--- src/logic/cpc_glue_pkg.sv ---
// CPC glue shared definitions
// Widths, bus structs and enums used by the ROM loader,
// the Multiface Two blocks and the testbench

package cpc_glue_pkg;

	//////////////////////////////////////////////////
	// Widths
	//////////////////////////////////////////////////

	localparam int ROM_PAGE_W = 8;   // 16 KB page index in upper ROM space
	localparam int MEM_AW     = 23;  // Memory write address
	localparam int IO_ADDR_W  = 25;  // Download address

	//////////////////////////////////////////////////
	// Bus structs
	//////////////////////////////////////////////////

	// Download port from the file loader
	typedef struct packed {
		logic                 wr;        // Byte strobe
		logic [IO_ADDR_W-1:0] addr;
		logic [7:0]           data;
		logic                 download;  // High for the whole transfer
		logic [7:0]           index;     // 0 ROM set, 3 expansion
		logic [15:0]          file_ext;  // Two ASCII chars, first in top byte
	} ioctl_t;

	// Memory write during boot load
	typedef struct packed {
		logic              wr;
		logic [MEM_AW-1:0] addr;
		logic [1:0]        bank;
		logic [7:0]        data;
	} boot_wr_t;

	// Z80 side of the motherboard
	typedef struct packed {
		logic [15:0] addr;
		logic [7:0]  dout;    // CPU write data
		logic        m1;      // Opcode fetch
		logic        io_wr;
		logic        mem_rd;
		logic        mem_wr;
	} cpu_bus_t;

	//////////////////////////////////////////////////
	// Enums
	//////////////////////////////////////////////////

	// Multiface option
	typedef enum logic [1:0] {
		MF2_ENABLED  = 2'd0,
		MF2_HIDDEN   = 2'd1,
		MF2_DISABLED = 2'd2
	} mf2_mode_t;

	// Hardware register kind caught by the shadow RAM
	typedef enum logic [3:0] {
		SH_NONE        = 4'd0,
		SH_PEN_INDEX   = 4'd1,
		SH_PEN_COLOR   = 4'd2,
		SH_SCREEN_MODE = 4'd3,
		SH_BANKING     = 4'd4,
		SH_CRTC_SELECT = 4'd5,
		SH_CRTC_VALUE  = 4'd6,
		SH_PPI         = 4'd7,
		SH_UPPER_ROM   = 4'd8
	} shadow_reg_t;

	typedef enum logic [1:0] {
		DL_NONE = 2'd0,
		DL_ROM  = 2'd1,  // index 0
		DL_EXT  = 2'd2   // index 3
	} download_kind_t;

endpackage

--- src/logic/rom_loader.sv ---
// ROM and expansion loader
// Maps download bytes to boot memory writes, decodes the expansion page
// from the file extension and keeps the map of loaded upper ROM pages

`timescale 1ns/100ps

module rom_loader (
	input  logic                              clk_sys,
	input  logic                              reset,
	input  cpc_glue_pkg::ioctl_t              ioctl,
	input  logic                              model,     // 0 = 6128, 1 = 664
	input  cpc_glue_pkg::mf2_mode_t           mf2_mode,
	input  logic [cpc_glue_pkg::MEM_AW-1:0]   mem_addr,
	output cpc_glue_pkg::boot_wr_t            boot,
	output logic                              loading,
	output logic                              rom_mask
);

	localparam int PW = cpc_glue_pkg::ROM_PAGE_W;

	cpc_glue_pkg::download_kind_t kind;

	logic [PW:0]      page;       // Bit 8 selects upper ROM space
	logic             combo;      // Z0 file, last block goes to the MF2 page
	logic [PW:0]      ext_page;
	logic             ext_combo;
	logic [4:0]       hi_nib;
	logic [4:0]       lo_nib;
	logic             old_wr;
	logic             old_download;
	logic             wr_fall;
	logic             dl_rise;
	logic [2**PW-1:0] rom_map = '0;  // One bit per 16 KB upper page
	logic [PW-1:0]    map_addr;

	// Hex digit to {valid, nibble}
	function automatic logic [4:0] hex_nibble(input logic [7:0] c);
		logic [4:0] r;
		r = 5'd0;
		if (c >= "0" && c <= "9")
			r = {1'b1, c[3:0]};
		else if (c >= "A" && c <= "F")
			r = {1'b1, c[3:0] + 4'd9};
		return r;
	endfunction

	always_comb begin
		kind = cpc_glue_pkg::DL_NONE;
		if (ioctl.download && ioctl.index == 8'd0)
			kind = cpc_glue_pkg::DL_ROM;
		else if (ioctl.download && ioctl.index == 8'd3)
			kind = cpc_glue_pkg::DL_EXT;
	end

	assign loading = (kind != cpc_glue_pkg::DL_NONE);
	assign wr_fall = loading & old_wr & ~ioctl.wr;
	assign dl_rise = ~old_download & ioctl.download;

	//////////////////////////////////////////////////
	// Extension decode
	//////////////////////////////////////////////////

	always_comb begin
		hi_nib    = hex_nibble(ioctl.file_ext[15:8]);
		lo_nib    = hex_nibble(ioctl.file_ext[7:0]);
		ext_combo = 1'b0;
		if (ioctl.file_ext == "ZZ") begin
			ext_page = '0;
		end else if (ioctl.file_ext == "Z0") begin
			ext_page  = '0;
			ext_combo = 1'b1;
		end else if (hi_nib[4] && lo_nib[4]) begin
			ext_page = {1'b0, hi_nib[3:0], lo_nib[3:0]};
		end else begin
			ext_page = 9'h1EE;  // Unused page for bad extensions
		end
	end

	always_ff @(posedge clk_sys) begin
		if (reset) begin
			old_wr       <= 1'b0;
			old_download <= 1'b0;
			page         <= '0;
			combo        <= 1'b0;
		end else begin
			old_wr       <= ioctl.wr;
			old_download <= ioctl.download;
			if (wr_fall && combo && &boot.addr[13:0]) begin
				combo <= 1'b0;
				page  <= 9'h1FF;  // Rest of the file is the MF2 ROM
			end
			if (dl_rise && kind == cpc_glue_pkg::DL_EXT) begin
				page  <= ext_page;
				combo <= ext_combo;
			end
		end
	end

	//////////////////////////////////////////////////
	// Boot address mapping
	//////////////////////////////////////////////////

	always_comb begin
		boot.wr          = loading & ioctl.wr;
		boot.data        = ioctl.data;
		boot.addr[13:0]  = ioctl.addr[13:0];
		boot.addr[22:14] = '1;
		boot.bank        = 2'd0;
		if (kind == cpc_glue_pkg::DL_EXT) begin
			boot.addr[22]    = page[PW];
			boot.addr[21:14] = page[PW-1:0] + ioctl.addr[21:14];
			boot.bank        = {1'b0, model};
		end else begin
			case (ioctl.addr[24:14])
				11'd0, 11'd4: boot.addr[22:14] = 9'h000;  // OS
				11'd1, 11'd5: boot.addr[22:14] = 9'h100;  // BASIC
				11'd2, 11'd6: boot.addr[22:14] = 9'h107;  // AMSDOS
				11'd3, 11'd7: boot.addr[22:14] = 9'h1FF;  // MF2
				default:      boot.wr = 1'b0;
			endcase
			if (ioctl.addr[24:14] >= 11'd4 && ioctl.addr[24:14] <= 11'd7)
				boot.bank = 2'd1;  // 664 set
		end
	end

	// Loaded pages survive reset
	always_ff @(posedge clk_sys) begin
		if (wr_fall && boot.addr[22])
			rom_map[boot.addr[21:14]] <= 1'b1;
	end

	assign map_addr = mem_addr[21:14];
	assign rom_mask = mem_addr[22] & (~rom_map[map_addr] |
		(&map_addr & (mf2_mode == cpc_glue_pkg::MF2_DISABLED)));

endmodule

--- config.mk ---
export PLATFORM = sky130hd
export DESIGN_NAME = rom_loader
export DESIGN_NICKNAME = d
export VERILOG_FILES = /design/src/logic/cpc_glue_pkg.sv /design/src/logic/rom_loader.sv
export SDC_FILE = /design/constraint.sdc
export NUM_CORES = 1
export LEC_CHECK = 0
export BUFFER_PORTS_ARGS = -buffer_cell sky130_fd_sc_hd__buf_4
export CORE_MARGIN = 10
export CORE_UTILIZATION = 60
export DETAILED_ROUTE_END_ITERATION = 12
export HOLD_SLACK_MARGIN = 0.06
export PLACE_DENSITY = 0.8
export SLEW_MARGIN = 5
export SYNTH_ARGS = -nofsm -noshare
export SYNTH_HDL_FRONTEND = slang
export SYNTH_SLANG_ARGS = --single-unit
--- constraint.sdc ---
create_clock -name clk_sys -period 11.5 [get_ports clk_sys]
set_clock_uncertainty 0.15 [all_clocks]
set_input_delay 0.575 -clock clk_sys [delete_from_list [all_inputs] [get_ports clk_sys]]
set_output_delay 0.575 -clock clk_sys [all_outputs]
set_load 0.01 [all_outputs]
==> impl_metrics.py <==
metrics = {
    "status": {
        "outcome": "completed",
    },
    "timing": {
        "rsz0062_at_grt": "false",
        "worst_pin_slew_ns": 1.08,
        "timing.fmax_mhz": 234,
        "min_period_ns": 4.28,
        "setup_viol": 0,
        "finalMaxSlewViolations": 0,
        "slew_headroom_pct": 28.2,
        "hold_violations": 0,
        "setup-tns-final_ns": 0,
        "finalCritPeriodShare_pct": 37.2,
    },
    "min_path": {
        "min_to": "old_wr",
        "holdCritStartpoint": "ioctl[58]",
        "holdPathStages": 2,
        "hold_class": "in2reg",
    },
    "floorplanning": {
        "fp.coreArea_sq_um": 23300,
        "io_pins": 123,
        "die_area_sq_um": 30100,
        "initial_utilization_pct": 60.6,
        "die_height_microns": 173,
        "dieWidth_microns": 173,
        "rows": 56,
    },
    "global_routing": {
        "grt.met2_usage_pct": 38.1,
        "grtUsageTotal_pct": 23.0,
        "antenna_found_initial": 1,
        "grt-busiest-layer": "met2",
        "grt_use_met1_pct": 29.6,
        "grt_max_degree": 197,
        "grt_first_pass_wirelength_microns": 55500,
        "use_met3_pct": 5.36,
        "grt_overflow": 0,
        "grt_pass1_vias": 9532,
    },
    "setup_path": {
        "timing.rr.start": "page[0]",
        "max_stage_delay_ns": 0.68,
        "cp_common_cell": "buf_4",
        "critPathMaxFanout": 37,
        "worstPathRequired_ns": 10.78,
        "critical_path.cell_chain": "buf_4 -> buf_4 -> mux2i_1 -> a221oi_1 -> a21oi_1 -> o21ai_0 -> a311oi_1 -> o32a_1 -> buf_4",
        "rr_worst_depth": 10,
        "cp_slowest_cell": "buf_4",
        "arrival_ns": 3.55,
        "worst_setup_path_end_kind": "primary output",
        "regToRegSetupSlack_ns": 7.94,
        "critPathKind": "in2out",
        "reg2reg_to": "rom_map[244]",
        "cp-start-kind": "input pin",
    },
    "drt": {
        "routed_via_density": 6.66,
        "drt-pass1-iter-count": 5,
        "wire_per_inst_microns": 24.9,
        "drt_iter0_markers": 1215,
        "vias": 9496,
        "drc": 0,
        "drt-total-wl_microns": 35500,
        "drtAntennaViolNets": 0,
    },
    "synthesis": {
        "synth_edf_count": 256,
        "synth-simple-area-share_pct": 6.82,
        "synthArstFlopShare_pct": 0,
        "ys_warn_count": 0,
        "ys.flop_type": "edfxtp_1",
        "synth.distinct_cells": 70,
        "synth-xor-area-share_pct": 0.744,
        "netlist_area_sq_um": 14100,
        "synthAdderAreaFrac_pct": 1.65,
        "avgSynthCellArea_sq_um": 13.6,
        "synthCells": 1038,
        "synth-compound-area-share_pct": 19.9,
        "synth_mux_area_share_pct": 10.8,
        "ys_seq_elements": 268,
        "synth_seq_area_share_pct": 56.1,
        "synth_fp_nets": 1143,
        "synth_top_family_by_area": "compound AO/OA/AOI/OAI gates",
    },
    "finish": {
        "layout-drive-gt1-share_pct": 28.4,
        "final_core_util_pct": 67.5,
        "final_nets": 1192,
        "final_common_cell": "edfxtp_1",
        "areaGrowthSynthToFinish_pct": 11.5,
        "layout_common_cells": "256 x edfxtp_1, 115 x buf_4, 98 x a21o_1",
        "antenna_cells": 0,
    },
    "clock_network": {
        "ctsHoldBuffers": 0,
        "cts_max_level": 1,
        "clock-sinks": 268,
        "cts_tree": "done",
        "insertion_delay_ns": 0.53,
        "cts_setup_buffers": 0,
        "cts_resized": 0,
        "cts_buffers": 26,
        "clk_path_buf_depth": 3,
        "path_clk_slew_ns": 0.06,
        "cts-root-buf": "clkbuf_16",
    },
    "placed_design": {
        "hpwl_microns": 22800,
        "place_congestion": 0.866,
        "port_buffers": 91,
    },
    "job": {
        "max-cap-violations": 0,
    },
    "power": {
        "irDropWorstVdd_mv": 0.101,
        "power.density_nw_per_um2": 127,
        "leakage_nw": 4.77,
    },
}
-- how the worst max path moves through the flow --
| stage | start | end | slack (ns) | depth (start not counted) |
|---|---|---|---|---|
| global placement | mem_addr[14] | rom_mask | 7.24 | 10 |
| floorplan | ioctl[22] | rom_map[0] | 2.74 | 6 |
| finish | mem_addr[14] | rom_mask | 7.22 | 9 |
| CTS | mem_addr[14] | rom_mask | 7.23 | 9 |
| global route | mem_addr[14] | rom_mask | 6.99 | 10 |
| detailed placement | mem_addr[14] | rom_mask | 7.26 | 10 |
-- sequential cells by signal, summed over array words and instances, names as in the netlist --
| signal | cells |
|---|---|
| page | 9 |
| combo | 1 |
| rom_map | 256 |
| old_wr | 1 |
| old_download | 1 |
-- power breakdown --
part           leakage, nW  switching, W  total [W]  internal [W]
clock                0.423      0.000361   0.000844      0.000484
combinational         2.55     0.0000540   0.000100     0.0000459
sequential            1.80   0.000000186    0.00105       0.00105
total                 4.77      0.000415    0.00200       0.00158
-- stage by stage --
step | cells | total power, W | instance area [sq um] | setup WS [ns] | hold slack (ns)
global placement | 1378 | 0.00117 | 14900 | 7.24 | 0.346
global route | 1426 | 0.00205 | 15800 | 6.99 | 0.119
CTS | 1426 | 0.00200 | 15800 | 7.23 | 0.117
floorplan | 1038 | 0.00114 | 14100 | 2.74 | 0.326
detailed placement | 1378 | 0.00117 | 14900 | 7.26 | 0.345
finish | 1426 | 0.00200 | 15800 | 7.22 | 0.122
-- worst max-delay path: cells and delay by family --
kind	cells	cell delay, ns
multiplexers	1	0.15
buffers and inverters	3	1.31
AO/OA/AOI/OAI	5	1.48
-- metal layers --
layer / routed length, microns / up-vias
met5: 17 / -
met1: 13900 / 4747
met3: 3040 / 82
li1: - / 4211
met4: 1060 / 2
met2: 17500 / 454
-- synthesized netlist by cell type, types with 5 or more instances --
| cell | count | area, sq um |
|---|---|---|
| edfxtp_1 | 256 | 7690 |
| a21o_1 | 98 | 736 |
| o21bai_1 | 90 | 676 |
| a31o_2 | 77 | 674 |
| nor2_1 | 57 | 214 |
| mux4_2 | 54 | 1220 |
| buf_2 | 44 | 220 |
| nand2_1 | 41 | 154 |
| mux2i_1 | 28 | 280 |
| buf_4 | 26 | 195 |
| and2_1 | 24 | 150 |
| a21oi_1 | 22 | 110 |
| clkbuf_1 | 19 | 71.3 |
| ha_1 | 17 | 213 |
| dfxtp_1 | 12 | 240 |
| o21ai_0 | 12 | 60.1 |
| inv_1 | 9 | 33.8 |
| nor3_1 | 9 | 45.0 |
| xnor2_1 | 9 | 78.8 |
| a211oi_1 | 8 | 60.1 |
| a221oi_1 | 8 | 70.1 |
| nand3_1 | 8 | 40.0 |
| nor2b_1 | 8 | 50.1 |
| a31oi_1 | 7 | 43.8 |
| a22oi_1 | 6 | 45.0 |
| nand2b_1 | 6 | 37.5 |
| nand4_1 | 5 | 31.3 |
| nor4_1 | 5 | 31.3 |
| o21a_1 | 5 | 37.5 |
-- area by class of cell --
type / count / area (sq um)
fillers: 1634 / 7570
clock buffers: 37 / 763
flip-flops and latches: 268 / 7930
inverters: 9 / 33.8
multi-input cells: 666 / 5680
repair buffers: 116 / 883
clock inverters: 11 / 75.1
well taps: 319 / 399
-- logic make-up (layout without fill, tap and decap cells) --
kind of cell	after synthesis	count (layout)
other	1	1
xor gates and xnor gates	12	12
adders and majority gates	18	18
DFF	268	268
muxes	85	85
buffers and inverters	104	173
AOI/OAI and AO/OA	361	361
and+or+nand+nor	189	189
No activity file was read; power rests on OpenSTA's default activity.
