--- src/logic/cpc_glue_pkg.sv ---
// CPC glue shared definitions
// Widths, bus structs and enums used by the ROM loader,
// the Multiface Two blocks and the testbench

package cpc_glue_pkg;

	//////////////////////////////////////////////////
	// Widths
	//////////////////////////////////////////////////

	localparam int ROM_PAGE_W = 8;   // 16 KB page index in upper ROM space
	localparam int MEM_AW     = 23;  // Memory write address
	localparam int IO_ADDR_W  = 25;  // Download address

	//////////////////////////////////////////////////
	// Bus structs
	//////////////////////////////////////////////////

	// Download port from the file loader
	typedef struct packed {
		logic                 wr;        // Byte strobe
		logic [IO_ADDR_W-1:0] addr;
		logic [7:0]           data;
		logic                 download;  // High for the whole transfer
		logic [7:0]           index;     // 0 ROM set, 3 expansion
		logic [15:0]          file_ext;  // Two ASCII chars, first in top byte
	} ioctl_t;

	// Memory write during boot load
	typedef struct packed {
		logic              wr;
		logic [MEM_AW-1:0] addr;
		logic [1:0]        bank;
		logic [7:0]        data;
	} boot_wr_t;

	// Z80 side of the motherboard
	typedef struct packed {
		logic [15:0] addr;
		logic [7:0]  dout;    // CPU write data
		logic        m1;      // Opcode fetch
		logic        io_wr;
		logic        mem_rd;
		logic        mem_wr;
	} cpu_bus_t;

	//////////////////////////////////////////////////
	// Enums
	//////////////////////////////////////////////////

	// Multiface option
	typedef enum logic [1:0] {
		MF2_ENABLED  = 2'd0,
		MF2_HIDDEN   = 2'd1,
		MF2_DISABLED = 2'd2
	} mf2_mode_t;

	// Hardware register kind caught by the shadow RAM
	typedef enum logic [3:0] {
		SH_NONE        = 4'd0,
		SH_PEN_INDEX   = 4'd1,
		SH_PEN_COLOR   = 4'd2,
		SH_SCREEN_MODE = 4'd3,
		SH_BANKING     = 4'd4,
		SH_CRTC_SELECT = 4'd5,
		SH_CRTC_VALUE  = 4'd6,
		SH_PPI         = 4'd7,
		SH_UPPER_ROM   = 4'd8
	} shadow_reg_t;

	typedef enum logic [1:0] {
		DL_NONE = 2'd0,
		DL_ROM  = 2'd1,  // index 0
		DL_EXT  = 2'd2   // index 3
	} download_kind_t;

endpackage

--- src/logic/mf2_control.sv ---
// Multiface Two control
// NMI button trap, enable and hidden state, FEE8/FEEA ports
// and the ROM and RAM window decode

`timescale 1ns/100ps

module mf2_control #(
	parameter int MF2_RAM_AW = 13
) (
	input  logic                    clk_sys,
	input  logic                    reset,
	input  cpc_glue_pkg::mf2_mode_t mf2_mode,
	input  cpc_glue_pkg::cpu_bus_t  cpu,
	input  logic                    key_nmi,
	output logic                    nmi,
	output logic                    mf2_active,
	output logic                    mf2_rom_en,
	output logic                    mf2_ram_en
);

	localparam int WIN_W = 16 - MF2_RAM_AW;

	logic             old_key_nmi;
	logic             old_m1;
	logic             old_io_wr;
	logic             hidden;      // Ports cannot re-enable the MF2
	logic             key_rise;
	logic             m1_rise;
	logic             io_rise;
	logic             ctrl_port;
	logic [WIN_W-1:0] win;

	assign key_rise  = ~old_key_nmi & key_nmi;
	assign m1_rise   = ~old_m1 & cpu.m1;
	assign io_rise   = ~old_io_wr & cpu.io_wr;
	assign ctrl_port = (cpu.addr[15:2] == 14'b1111_1110_1110_10);  // FEE8 or FEEA

	//////////////////////////////////////////////////
	// NMI trap and enable state
	//////////////////////////////////////////////////

	always_ff @(posedge clk_sys) begin
		if (reset) begin
			old_key_nmi <= 1'b0;
			old_m1      <= 1'b0;
			old_io_wr   <= 1'b0;
			nmi         <= 1'b0;
			mf2_active  <= 1'b0;
			hidden      <= (mf2_mode != cpc_glue_pkg::MF2_ENABLED);
		end else begin
			old_key_nmi <= key_nmi;
			old_m1      <= cpu.m1;
			old_io_wr   <= cpu.io_wr;

			if (key_rise && !mf2_active && mf2_mode != cpc_glue_pkg::MF2_DISABLED)
				nmi <= 1'b1;

			// CPU enters the NMI handler
			if (nmi && m1_rise && cpu.addr == 16'h0066) begin
				mf2_active <= 1'b1;
				hidden     <= 1'b0;
				nmi        <= 1'b0;
			end
			if (mf2_active && m1_rise && cpu.addr == 16'h0065)
				hidden <= 1'b1;

			if (io_rise && ctrl_port)
				mf2_active <= ~cpu.addr[1] & ~hidden;  // FEE8 on, FEEA off
		end
	end

	// ROM at 0000, RAM at 2000
	assign win        = cpu.addr[15:MF2_RAM_AW];
	assign mf2_rom_en = mf2_active & (win == WIN_W'(0));
	assign mf2_ram_en = mf2_active & (win == WIN_W'(1));

endmodule

--- config.mk ---
export PLATFORM = sky130hd
export DESIGN_NAME = mf2_control
export DESIGN_NICKNAME = d
export VERILOG_FILES = /design/src/logic/cpc_glue_pkg.sv /design/src/logic/mf2_control.sv
export SDC_FILE = /design/constraint.sdc
export NUM_CORES = 1
export LEC_CHECK = 0
export BUFFER_PORTS_ARGS = -buffer_cell sky130_fd_sc_hd__buf_2
export CAP_MARGIN = 20
export CORE_AREA = 2 2 39 41
export CTS_CLUSTER_SIZE = 24
export DETAILED_ROUTE_END_ITERATION = 8
export DIE_AREA = 0 0 41 43
export GPL_TIMING_DRIVEN = 0
export PLACE_DENSITY = 0.62
export RECOVER_POWER = 25
export SLEW_MARGIN = 15
export SYNTH_ARGS = -nofsm -noshare
export SYNTH_HDL_FRONTEND = slang
export SYNTH_SLANG_ARGS = --single-unit
--- constraint.sdc ---
create_clock -name clk_sys -period 1.47 [get_ports clk_sys]
set_input_delay 0.441 -clock clk_sys [delete_from_list [all_inputs] [get_ports clk_sys]]
set_output_delay 0.441 -clock clk_sys [all_outputs]
set_load 0.01 [all_outputs]
==> results of run 1 <==
## routing by layer
metal / routed length (um) / share of wire, %
met5: 0 / 0
met4: 0 / 0
met3: 81 / 8.6
met2: 495 / 53
met1: 366 / 39
## cell families after synthesis
| kind of cell | after synthesis |
|---|---|
| buffers and inverters | 1 |
| AND/OR/NAND/NOR | 20 |
| AO/OA/AOI/OAI | 7 |
| flip-flops | 6 |
## power by group through the flow
stage               clock (mW)  sequential (mW)  combinational, mW
finish                   0.163            0.178             0.0671
global route             0.183            0.179             0.0738
CTS                      0.167            0.180             0.0679
detailed placement           0            0.183             0.0664
global placement             0            0.183             0.0644
floorplan                    0            0.184             0.0206
## worst register-to-register path, stage by stage (launching register included)
cell and delay, ns:
dfxtp_1 0.30, nor4b_2 0.28, nand4_1 0.19, o21ai_0 0.25
## worst max path at each step
stage	cells past startpoint	endpoint	slack (ns)	start
after floorplan	1	mf2_rom_en	0.10	cpu[25]
after global placement	4	hidden	-0.09	cpu[21]
after detailed placement	4	hidden	-0.12	cpu[15]
after CTS	3	mf2_rom_en	0.03	cpu[25]
after global routing	3	mf2_rom_en	0.01	cpu[25]
final	3	mf2_rom_en	0.04	cpu[25]
## per-stage QoR
step	instances	setup TNS [ns]
floorplan	34	0
global placement	76	-0.110
detailed placement	76	-0.160
CTS	80	0
global route	80	0
finish	80	0
## final cells by class
type	count	area, um^2
Clock buffer	4	26.3
Fill cell	144	840
Inverter	1	3.75
Multi-Input combinational cell	27	231
Sequential cell	6	134
Tap cell	16	20.0
Timing Repair Buffer	26	129
## repair_timing
action,CTS,global route
gates resized for setup,2,1
endpoints found under the setup margin,1,1
pin swaps,0,0
## layout by cell type, fill, tap and decap left out, types with 2 or more instances in the layout
cell      instances
nor2_1            2
and4_1            2
clkbuf_1          2
and4bb_2          2
clkbuf_4          3
nor2b_1           3
o21ai_0           3
nor4b_2           3
buf_2            25
dfxtp_1           4
## sequential cells by signal, indices dropped and copies added, names as in the netlist
signal       cells
hidden           1
mf2_active       1
nmi              1
old_io_wr        1
old_key_nmi      1
old_m1           1
==> results.sh, run 1 <==
export IMPL_core_um2=1380
export IMPL_synth_distinct_cells=22
export IMPL_fin_ws_ns=0.0438
export IMPL_clk_latency_ns=0.25
export IMPL_tightest_slew_ns=0.335
export IMPL_p_total_uw=409
export IMPL_cts_tree="done"
export IMPL_intPower_uw=315
export IMPL_synth_xor_area_share_pct=0
export IMPL_grt_use_met3_pct=1.57
export IMPL_gp_congestion=0.637
export IMPL_synth_top_area_cell="dfxtp_1"
export IMPL_ys_ff_latch=6
export IMPL_path_cells="buf_2 -> nor4b_2 -> buf_2"
export IMPL_clock_path_buffers=2
export IMPL_initial_core_util_pct=25.9
export IMPL_syn_avg_cell_area_um2=10.6
export IMPL_final_hold_viol_count=0
export IMPL_min_period_ns=1.43
export IMPL_clk_pin_slew_ns=0.04
export IMPL_clkPwrFrac_pct=39.9
export IMPL_critPathKind="input pin to output pin"
export IMPL_seqPwrFrac_pct=43.7
export IMPL_timing_reg2reg_setup_slack_ns=0.15
export IMPL_grtUsageMet1_pct=11.1
export IMPL_nets=98
export IMPL_synth_area_mux_share_pct=0
export IMPL_use_met2_pct=19.4
export IMPL_synth_top_family_by_area="simple AND/OR/NAND/NOR gates"
export IMPL_relSlewSlack_pct=77.7
export IMPL_hpwl_um=747
export IMPL_grt_max_degree=8
export IMPL_min_path_type="input pin to flop"
export IMPL_dr_first_iter_drc_count=3
export IMPL_pwr_density_cell_nw_per_um2=751
export IMPL_via_per_inst=5.10
export IMPL_combPwrFrac_pct=16.4
export IMPL_status="finished clean"
export IMPL_num_vias=408
export IMPL_holdPathEnd="old_io_wr"
export IMPL_r2r_cells=3
export IMPL_synth_edff_count=1
export IMPL_layout_drive_gt1_share_pct=57.8
export IMPL_power_switching_uw=94.1
export IMPL_yosys_top_cells_area="dfxtp_1, edfxtp_1, nor4b_2"
export IMPL_switching_share_pct=23.0
export IMPL_worstReg2RegStart="old_m1"
export IMPL_yosys_area_share_adder_pct=0
export IMPL_grt_pass1_vias=377
export IMPL_dp_slack_ns=-0.116
export IMPL_hp_start="cpu[2]"
export IMPL_fin_hold_ws_ns=0.437
export IMPL_diodes=0
export IMPL_reg2reg_to="hidden"
export IMPL_synthTopCellsByCount="dfxtp_1, nor2b_1, o21ai_0"
export IMPL_postCtsSetupBuffers=0
export IMPL_postCtsHoldBufs=0
export IMPL_drv_slew=0
export IMPL_final_period_utilization_pct=97.0
export IMPL_io_pin_count=37
export IMPL_gr_total_overflow=0
export IMPL_dieArea_um2=1760
export IMPL_final_antenna_net_count=0
export IMPL_die_width_um=41
export IMPL_area_growth_syn_to_layout_pct=51.6
export IMPL_synth_compound_area_share_pct=15.3
export IMPL_max_freq_mhz=701
export IMPL_row_count=14
export IMPL_holdPathStages=2
export IMPL_synth_net_count=67
export IMPL_ys_flop_type="dfxtp_1"
export IMPL_synth_warnings=0
export IMPL_cp_num_buf_inv=2
export IMPL_yosysMostFrequentCell="dfxtp_1"
export IMPL_synth_area_um2=359
export IMPL_finish_utilization_pct=39.3
export IMPL_synthCells=34
export IMPL_netlist_area_leader_share_pct=27.9
export IMPL_path_max_fanout=4
export IMPL_io_buffers=26
export IMPL_numCtsBuffers=3
export IMPL_setup_violations_final=0
export IMPL_grt_busiest_layer="met2"
export IMPL_placed_cell_area_um2=509
export IMPL_stdcell_area_um2=544
export IMPL_cp_top_family="buffers and inverters"
export IMPL_worstPathRequired_ns=1.03
export IMPL_critPathMostFrequentCell="buf_2"
export IMPL_synthSimpleGateAreaFrac_pct=47.4
export IMPL_ys_seq_area_share_pct=36.2
export IMPL_htreeDepth=1
export IMPL_die_h_um=43
export IMPL_root_buffer="clkbuf_4"
export IMPL_grtUsageTotal_pct=11.2
export IMPL_power_leakage_nw=0.242
export IMPL_slowest_delay_ns=0.25
export IMPL_start_kind="input pin"
export IMPL_antenna_found_initial=0
export IMPL_grt_pass1_wl_mm=1.34
export IMPL_cts_sinks=6
export IMPL_post_route_drc_count=0
export IMPL_async_flop_share_pct=0
export IMPL_first_pass_iters=3
export IMPL_routed_wl_um=942
export IMPL_fin_worst_skew_ns=0.0127
export IMPL_peakVddDrop_uv=270
export IMPL_wl_per_cell_um=11.8
export IMPL_rsz0062_at_grt="false"
export IMPL_cp_slowest_cell="nor4b_2"
export IMPL_maxCapViolCount=0
export IMPL_endpoint_kind="output pin"
export IMPL_cp_arrival_ns=0.99
Power figures use the tool's default switching activity.
==> run 2, diff against run 1 <==
SETUP_SLACK_MARGIN = 0.2   (was unset)
==> run 2 against run 1 <==
Net effect:
- combinational power rose by 15%
- cell area rose by 11%
- power rose by 4.0%
- clock power rose by 4%
- worst hold slack got worse by 0.0093 ns
- critical endpoint unchanged
- largest power group unchanged
- highest routed layer unchanged
==> results.sh, run 2 (synthesis gave the netlist of run 1 again) <==
export IMPL_clock_path_buffers=2
export IMPL_area_growth_syn_to_layout_pct=67.9
export IMPL_dieArea_um2=1760
export IMPL_root_buffer="clkbuf_4"
export IMPL_antenna_found_initial=0
export IMPL_row_count=14
export IMPL_combPwrFrac_pct=18.2
export IMPL_clk_latency_ns=0.25
export IMPL_clk_pin_slew_ns=0.04
export IMPL_endpoint_kind="output pin"
export IMPL_hp_start="key_nmi"
export IMPL_power_leakage_nw=0.265
export IMPL_wl_per_cell_um=12.2
export IMPL_path_max_fanout=3
export IMPL_htreeDepth=1
export IMPL_io_buffers=26
export IMPL_grt_pass1_vias=332
export IMPL_final_antenna_net_count=0
export IMPL_start_kind="input pin"
export IMPL_dr_first_iter_drc_count=2
export IMPL_worstReg2RegStart="old_m1"
export IMPL_maxCapViolCount=0
export IMPL_reg2reg_to="hidden"
export IMPL_crit_path_start="cpu[27]"
export IMPL_switching_share_pct=24.0
export IMPL_initial_core_util_pct=25.9
export IMPL_setup_tns_ns=0
export IMPL_final_hold_viol_count=0
export IMPL_die_width_um=41
export IMPL_via_per_inst=5.05
export IMPL_postCtsHoldBufs=0
export IMPL_tightest_slew_ns=0.338
export IMPL_final_cells=82
export IMPL_grt_pass1_wl_mm=1.32
export IMPL_power_switching_uw=102
export IMPL_intPower_uw=323
export IMPL_min_period_ns=1.38
export IMPL_diodes=0
export IMPL_fin_worst_skew_ns=0.0109
export IMPL_fin_ws_ns=0.0863
export IMPL_layout_commonest_cell="buf_2"
export IMPL_status="finished clean"
export IMPL_worstPathRequired_ns=1.03
export IMPL_relSlewSlack_pct=77.5
export IMPL_io_pin_count=37
export IMPL_gp_congestion=0.609
export IMPL_setup_worst_path_end="mf2_rom_en"
export IMPL_grt_max_degree=8
export IMPL_first_pass_iters=2
export IMPL_cts_tree="done"
export IMPL_r2r_cells=3
export IMPL_die_h_um=43
export IMPL_peakVddDrop_uv=369
export IMPL_hpwl_um=762
export IMPL_cp_arrival_ns=0.94
export IMPL_nets=100
export IMPL_routed_wl_mm=1.00
export IMPL_timing_reg2reg_setup_slack_ns=0.20
export IMPL_p_total_uw=425
export IMPL_min_path_type="input pin to flop"
export IMPL_grtUsageTotal_pct=11.6
export IMPL_critPathKind="input pin to output pin"
export IMPL_final_period_utilization_pct=94.1
export IMPL_core_um2=1380
export IMPL_num_vias=414
export IMPL_max_freq_mhz=723
export IMPL_layout_drive_gt1_share_pct=60.6
export IMPL_seqPwrFrac_pct=41.9
export IMPL_dp_cells=76
export IMPL_dp_slack_ns=-0.0598
export IMPL_gr_total_overflow=0
export IMPL_clkPwrFrac_pct=40.0
export IMPL_numCtsBuffers=3
export IMPL_rsz0062_at_grt="true"
export IMPL_layout_common_cells="buf_2, buf_6, dfxtp_1"
export IMPL_pwr_density_cell_nw_per_um2=705
export IMPL_drv_slew=0
export IMPL_cts_sinks=6
export IMPL_post_route_drc_count=0
export IMPL_setup_violations_final=0
-- run 2: cell types whose count changed in the layout (fill, tap and decap cells not counted) --
| cell | delta |
|---|---|
| nor2_1 | -1 |
| buf_4 | +1 |
| nor4b_4 | +1 |
| nor4b_2 | -1 |
| o21ai_1 | +1 |
| o21ai_0 | -1 |
| buf_6 | +4 |
| buf_2 | -4 |
| nor2_2 | +1 |
| buf_8 | +1 |
-- run 2: per-layer routing --
metal | wire length [um] | global-route usage (%) | part of all wire [%] | up-vias
li1 | - | - | - | 203
met1 | 377 | 12.6 | 38 | 190
met2 | 503 | 17.2 | 50 | 21
met3 | 120 | 9.42 | 12 | 0
met4 | 0 | 2.00 | 0 | 0
met5 | 0 | 0 | 0 | -
-- run 2: worst min path at each step --
stage	endpoint	cells past startpoint	slack, ns
after floorplan	old_io_wr	1	0.51
after global placement	nmi	2	0.54
after detailed placement	nmi	2	0.54
after CTS	old_m1	2	0.42
after global routing	old_key_nmi	2	0.43
final	old_key_nmi	2	0.43
-- run 2: what timing repair did --
| action | 4_1_cts | 5_1_grt |
|---|---|---|
| pin swaps | 1 | 6 |
| setup endpoints to repair | 3 | 7 |
| resized for setup | 9 | 3 |
| setup buffers | 2 | 0 |
-- run 2: area by class of cell --
cell class              count  area [um^2]
flip-flops and latches      6          134
clock buffers               4         26.3
inverters                   1         3.75
well taps                  16         20.0
fillers                   135          781
multi-input cells          27          243
repair buffers             28          176
-- run 2: critical path, stage by stage --
cell     delay [ns]
buf_8          0.10
nor4b_2        0.24
buf_2          0.16
-- run 2: power groups by stage --
| stage | registers (mW) | clock network [mW] | logic (mW) |
|---|---|---|---|
| 3_5_place_dp | 0.183 | 0 | 0.0672 |
| 2_1_floorplan | 0.184 | 0 | 0.0209 |
| 3_3_place_gp | 0.183 | 0 | 0.0652 |
| 4_1_cts | 0.178 | 0.178 | 0.0738 |
| 5_1_grt | 0.178 | 0.191 | 0.0848 |
| 6_report | 0.178 | 0.170 | 0.0773 |
-- run 2: metrics by stage --
stage	hold WS (ns)	cell area (um^2)	utilization [%]
2_1_floorplan	0.513	365	-
3_3_place_gp	0.537	515	37.3
3_5_place_dp	0.540	515	37.3
4_1_cts	0.422	589	42.6
5_1_grt	0.431	603	43.6
6_report	0.428	603	43.6
==> run 3, diff against run 2 <==
clock period = 1.5 ns   (was 1.47 ns; I/O delays follow)
==> run 3 against run 2 <==
Net effect:
- global-route usage up 0.50 points
- power decreased by 3.9%
- worst hold slack better by 0.0061 ns
- combinational power decreased by 6.5%
- critical path depth unchanged
- critical path type unchanged
- highest routed layer is now met4
==> results.sh, run 3 (synthesis gave the netlist of run 1 again) <==
export IMPL_final_hold_viol_count=0
export IMPL_maxCapViolCount=0
export IMPL_grt_max_degree=8
export IMPL_min_path_type="input pin to flop"
export IMPL_combPwrFrac_pct=17.7
export IMPL_power_leakage_nw=0.261
export IMPL_gr_total_overflow=0
export IMPL_clock_path_buffers=2
export IMPL_clk_pin_slew_ns=0.04
export IMPL_layout_common_cells="buf_2, dfxtp_1, nor2b_1, clkbuf_4, buf_6"
export IMPL_die_width_um=41
export IMPL_switching_share_pct=23.0
export IMPL_rsz0062_at_grt="true"
export IMPL_antenna_found_initial=0
export IMPL_setup_violations_final=0
export IMPL_clk_latency_ns=0.25
export IMPL_drv_slew=0
export IMPL_row_count=14
export IMPL_core_um2=1380
export IMPL_io_pin_count=37
export IMPL_area_growth_syn_to_layout_pct=66.9
export IMPL_post_route_drc_count=0
export IMPL_clkPwrFrac_pct=39.6
export IMPL_nets=100
export IMPL_grtUsageTotal_pct=12.1
export IMPL_pwr_density_cell_nw_per_um2=682
export IMPL_postCtsHoldBufs=0
export IMPL_num_vias=406
export IMPL_dieArea_um2=1760
export IMPL_initial_core_util_pct=25.9
export IMPL_hpwl_um=745
export IMPL_status="finished clean"
export IMPL_numCtsBuffers=3
export IMPL_finish_utilization_pct=43.3
export IMPL_io_buffers=26
export IMPL_min_period_ns=1.40
export IMPL_grt_pass1_vias=343
export IMPL_worstPathRequired_ns=1.05
export IMPL_diodes=0
export IMPL_relSlewSlack_pct=78.6
export IMPL_critPathKind="input pin to output pin"
export IMPL_fin_hold_ws_ns=0.434
export IMPL_peakVddDrop_uv=398
export IMPL_cp_arrival_ns=0.95
export IMPL_fin_ws_ns=0.0969
export IMPL_path_max_fanout=3
export IMPL_routed_wl_um=929
export IMPL_dp_slack_ns=-0.0620
export IMPL_layout_drive_gt1_share_pct=60.6
export IMPL_start_kind="input pin"
export IMPL_cts_sinks=6
export IMPL_layout_commonest_cell="buf_2"
export IMPL_die_h_um=43
export IMPL_dr_first_iter_drc_count=4
export IMPL_tightest_slew_ns=0.321
export IMPL_endpoint_kind="output pin"
export IMPL_gp_congestion=0.621
export IMPL_grt_pass1_wl_mm=1.32
export IMPL_fin_worst_skew_ns=0.0114
export IMPL_intPower_uw=315
export IMPL_first_pass_iters=4
export IMPL_seqPwrFrac_pct=42.7
export IMPL_wl_per_cell_um=11.3
export IMPL_via_per_inst=4.95
export IMPL_root_buffer="clkbuf_4"
export IMPL_final_period_utilization_pct=93.5
export IMPL_cts_tree="done"
export IMPL_final_antenna_net_count=0
export IMPL_power_switching_uw=93.9
export IMPL_max_freq_mhz=713
export IMPL_htreeDepth=1
[run 3: cell types whose count changed in the layout (fill, tap and decap cells not counted)]
cell,previous run,this run
buf_4,1,2
buf_6,4,3
[run 3: per-stage QoR]
stage	cells	cell area (um^2)	power (mW)	TNS, ns
6_report	82	599	0.409	0
5_1_grt	82	599	0.436	0
3_5_place_dp	76	515	0.245	-0.0993
2_1_floorplan	34	365	0.200	0
3_3_place_gp	76	515	0.244	-0.0915
4_1_cts	82	592	0.415	0
[run 3: path summary, 6_finish.rpt]
| path | from | to | slack (ns) | cells past startpoint |
|---|---|---|---|---|
| setup / recovery | cpu[27] | mf2_rom_en | 0.1 | 3 |
| hold reg to reg | hidden | mf2_active | 0.55 | 2 |
| setup reg to reg | old_m1 | hidden | 0.26 | 3 |
| hold / removal | cpu[2] | old_io_wr | 0.43 | 2 |
[run 3: cell type report]
| class | instances | area (um^2) |
|---|---|---|
| Fill cell | 145 | 785 |
| Sequential cell | 6 | 134 |
| Multi-Input combinational cell | 27 | 243 |
| Tap cell | 16 | 20.0 |
| Timing Repair Buffer | 28 | 173 |
| Inverter | 1 | 3.75 |
| Clock buffer | 4 | 26.3 |
[run 3: repair_timing]
action / in CTS / in global routing
endpoints found under the setup margin: 3 / 6
buffers inserted: 2 / 0
resized for setup: 9 / 2
pin swaps: 3 / 3
[run 3: power by group through the flow]
stage	Combinational, mW	Sequential (mW)	Clock (mW)
2_1_floorplan	0.0205	0.180	0
3_3_place_gp	0.0641	0.180	0
3_5_place_dp	0.0652	0.179	0
4_1_cts	0.0735	0.175	0.167
5_1_grt	0.0801	0.175	0.181
6_report	0.0723	0.175	0.162
[run 3: critical path, cell delays in order]
cell,delay (ns)
buf_8,0.10
nor4b_4,0.24
buf_2,0.16
[run 3: routing by layer]
| layer | track usage (%) | wire [um] | vias to the layer above |
|---|---|---|---|
| li1 | - | - | 205 |
| met2 | 17.2 | 413 | 22 |
| met5 | 0 | 0 | - |
| met1 | 12.3 | 378 | 175 |
| met4 | 12.0 | 38 | 0 |
| met3 | 4.71 | 98 | 4 |
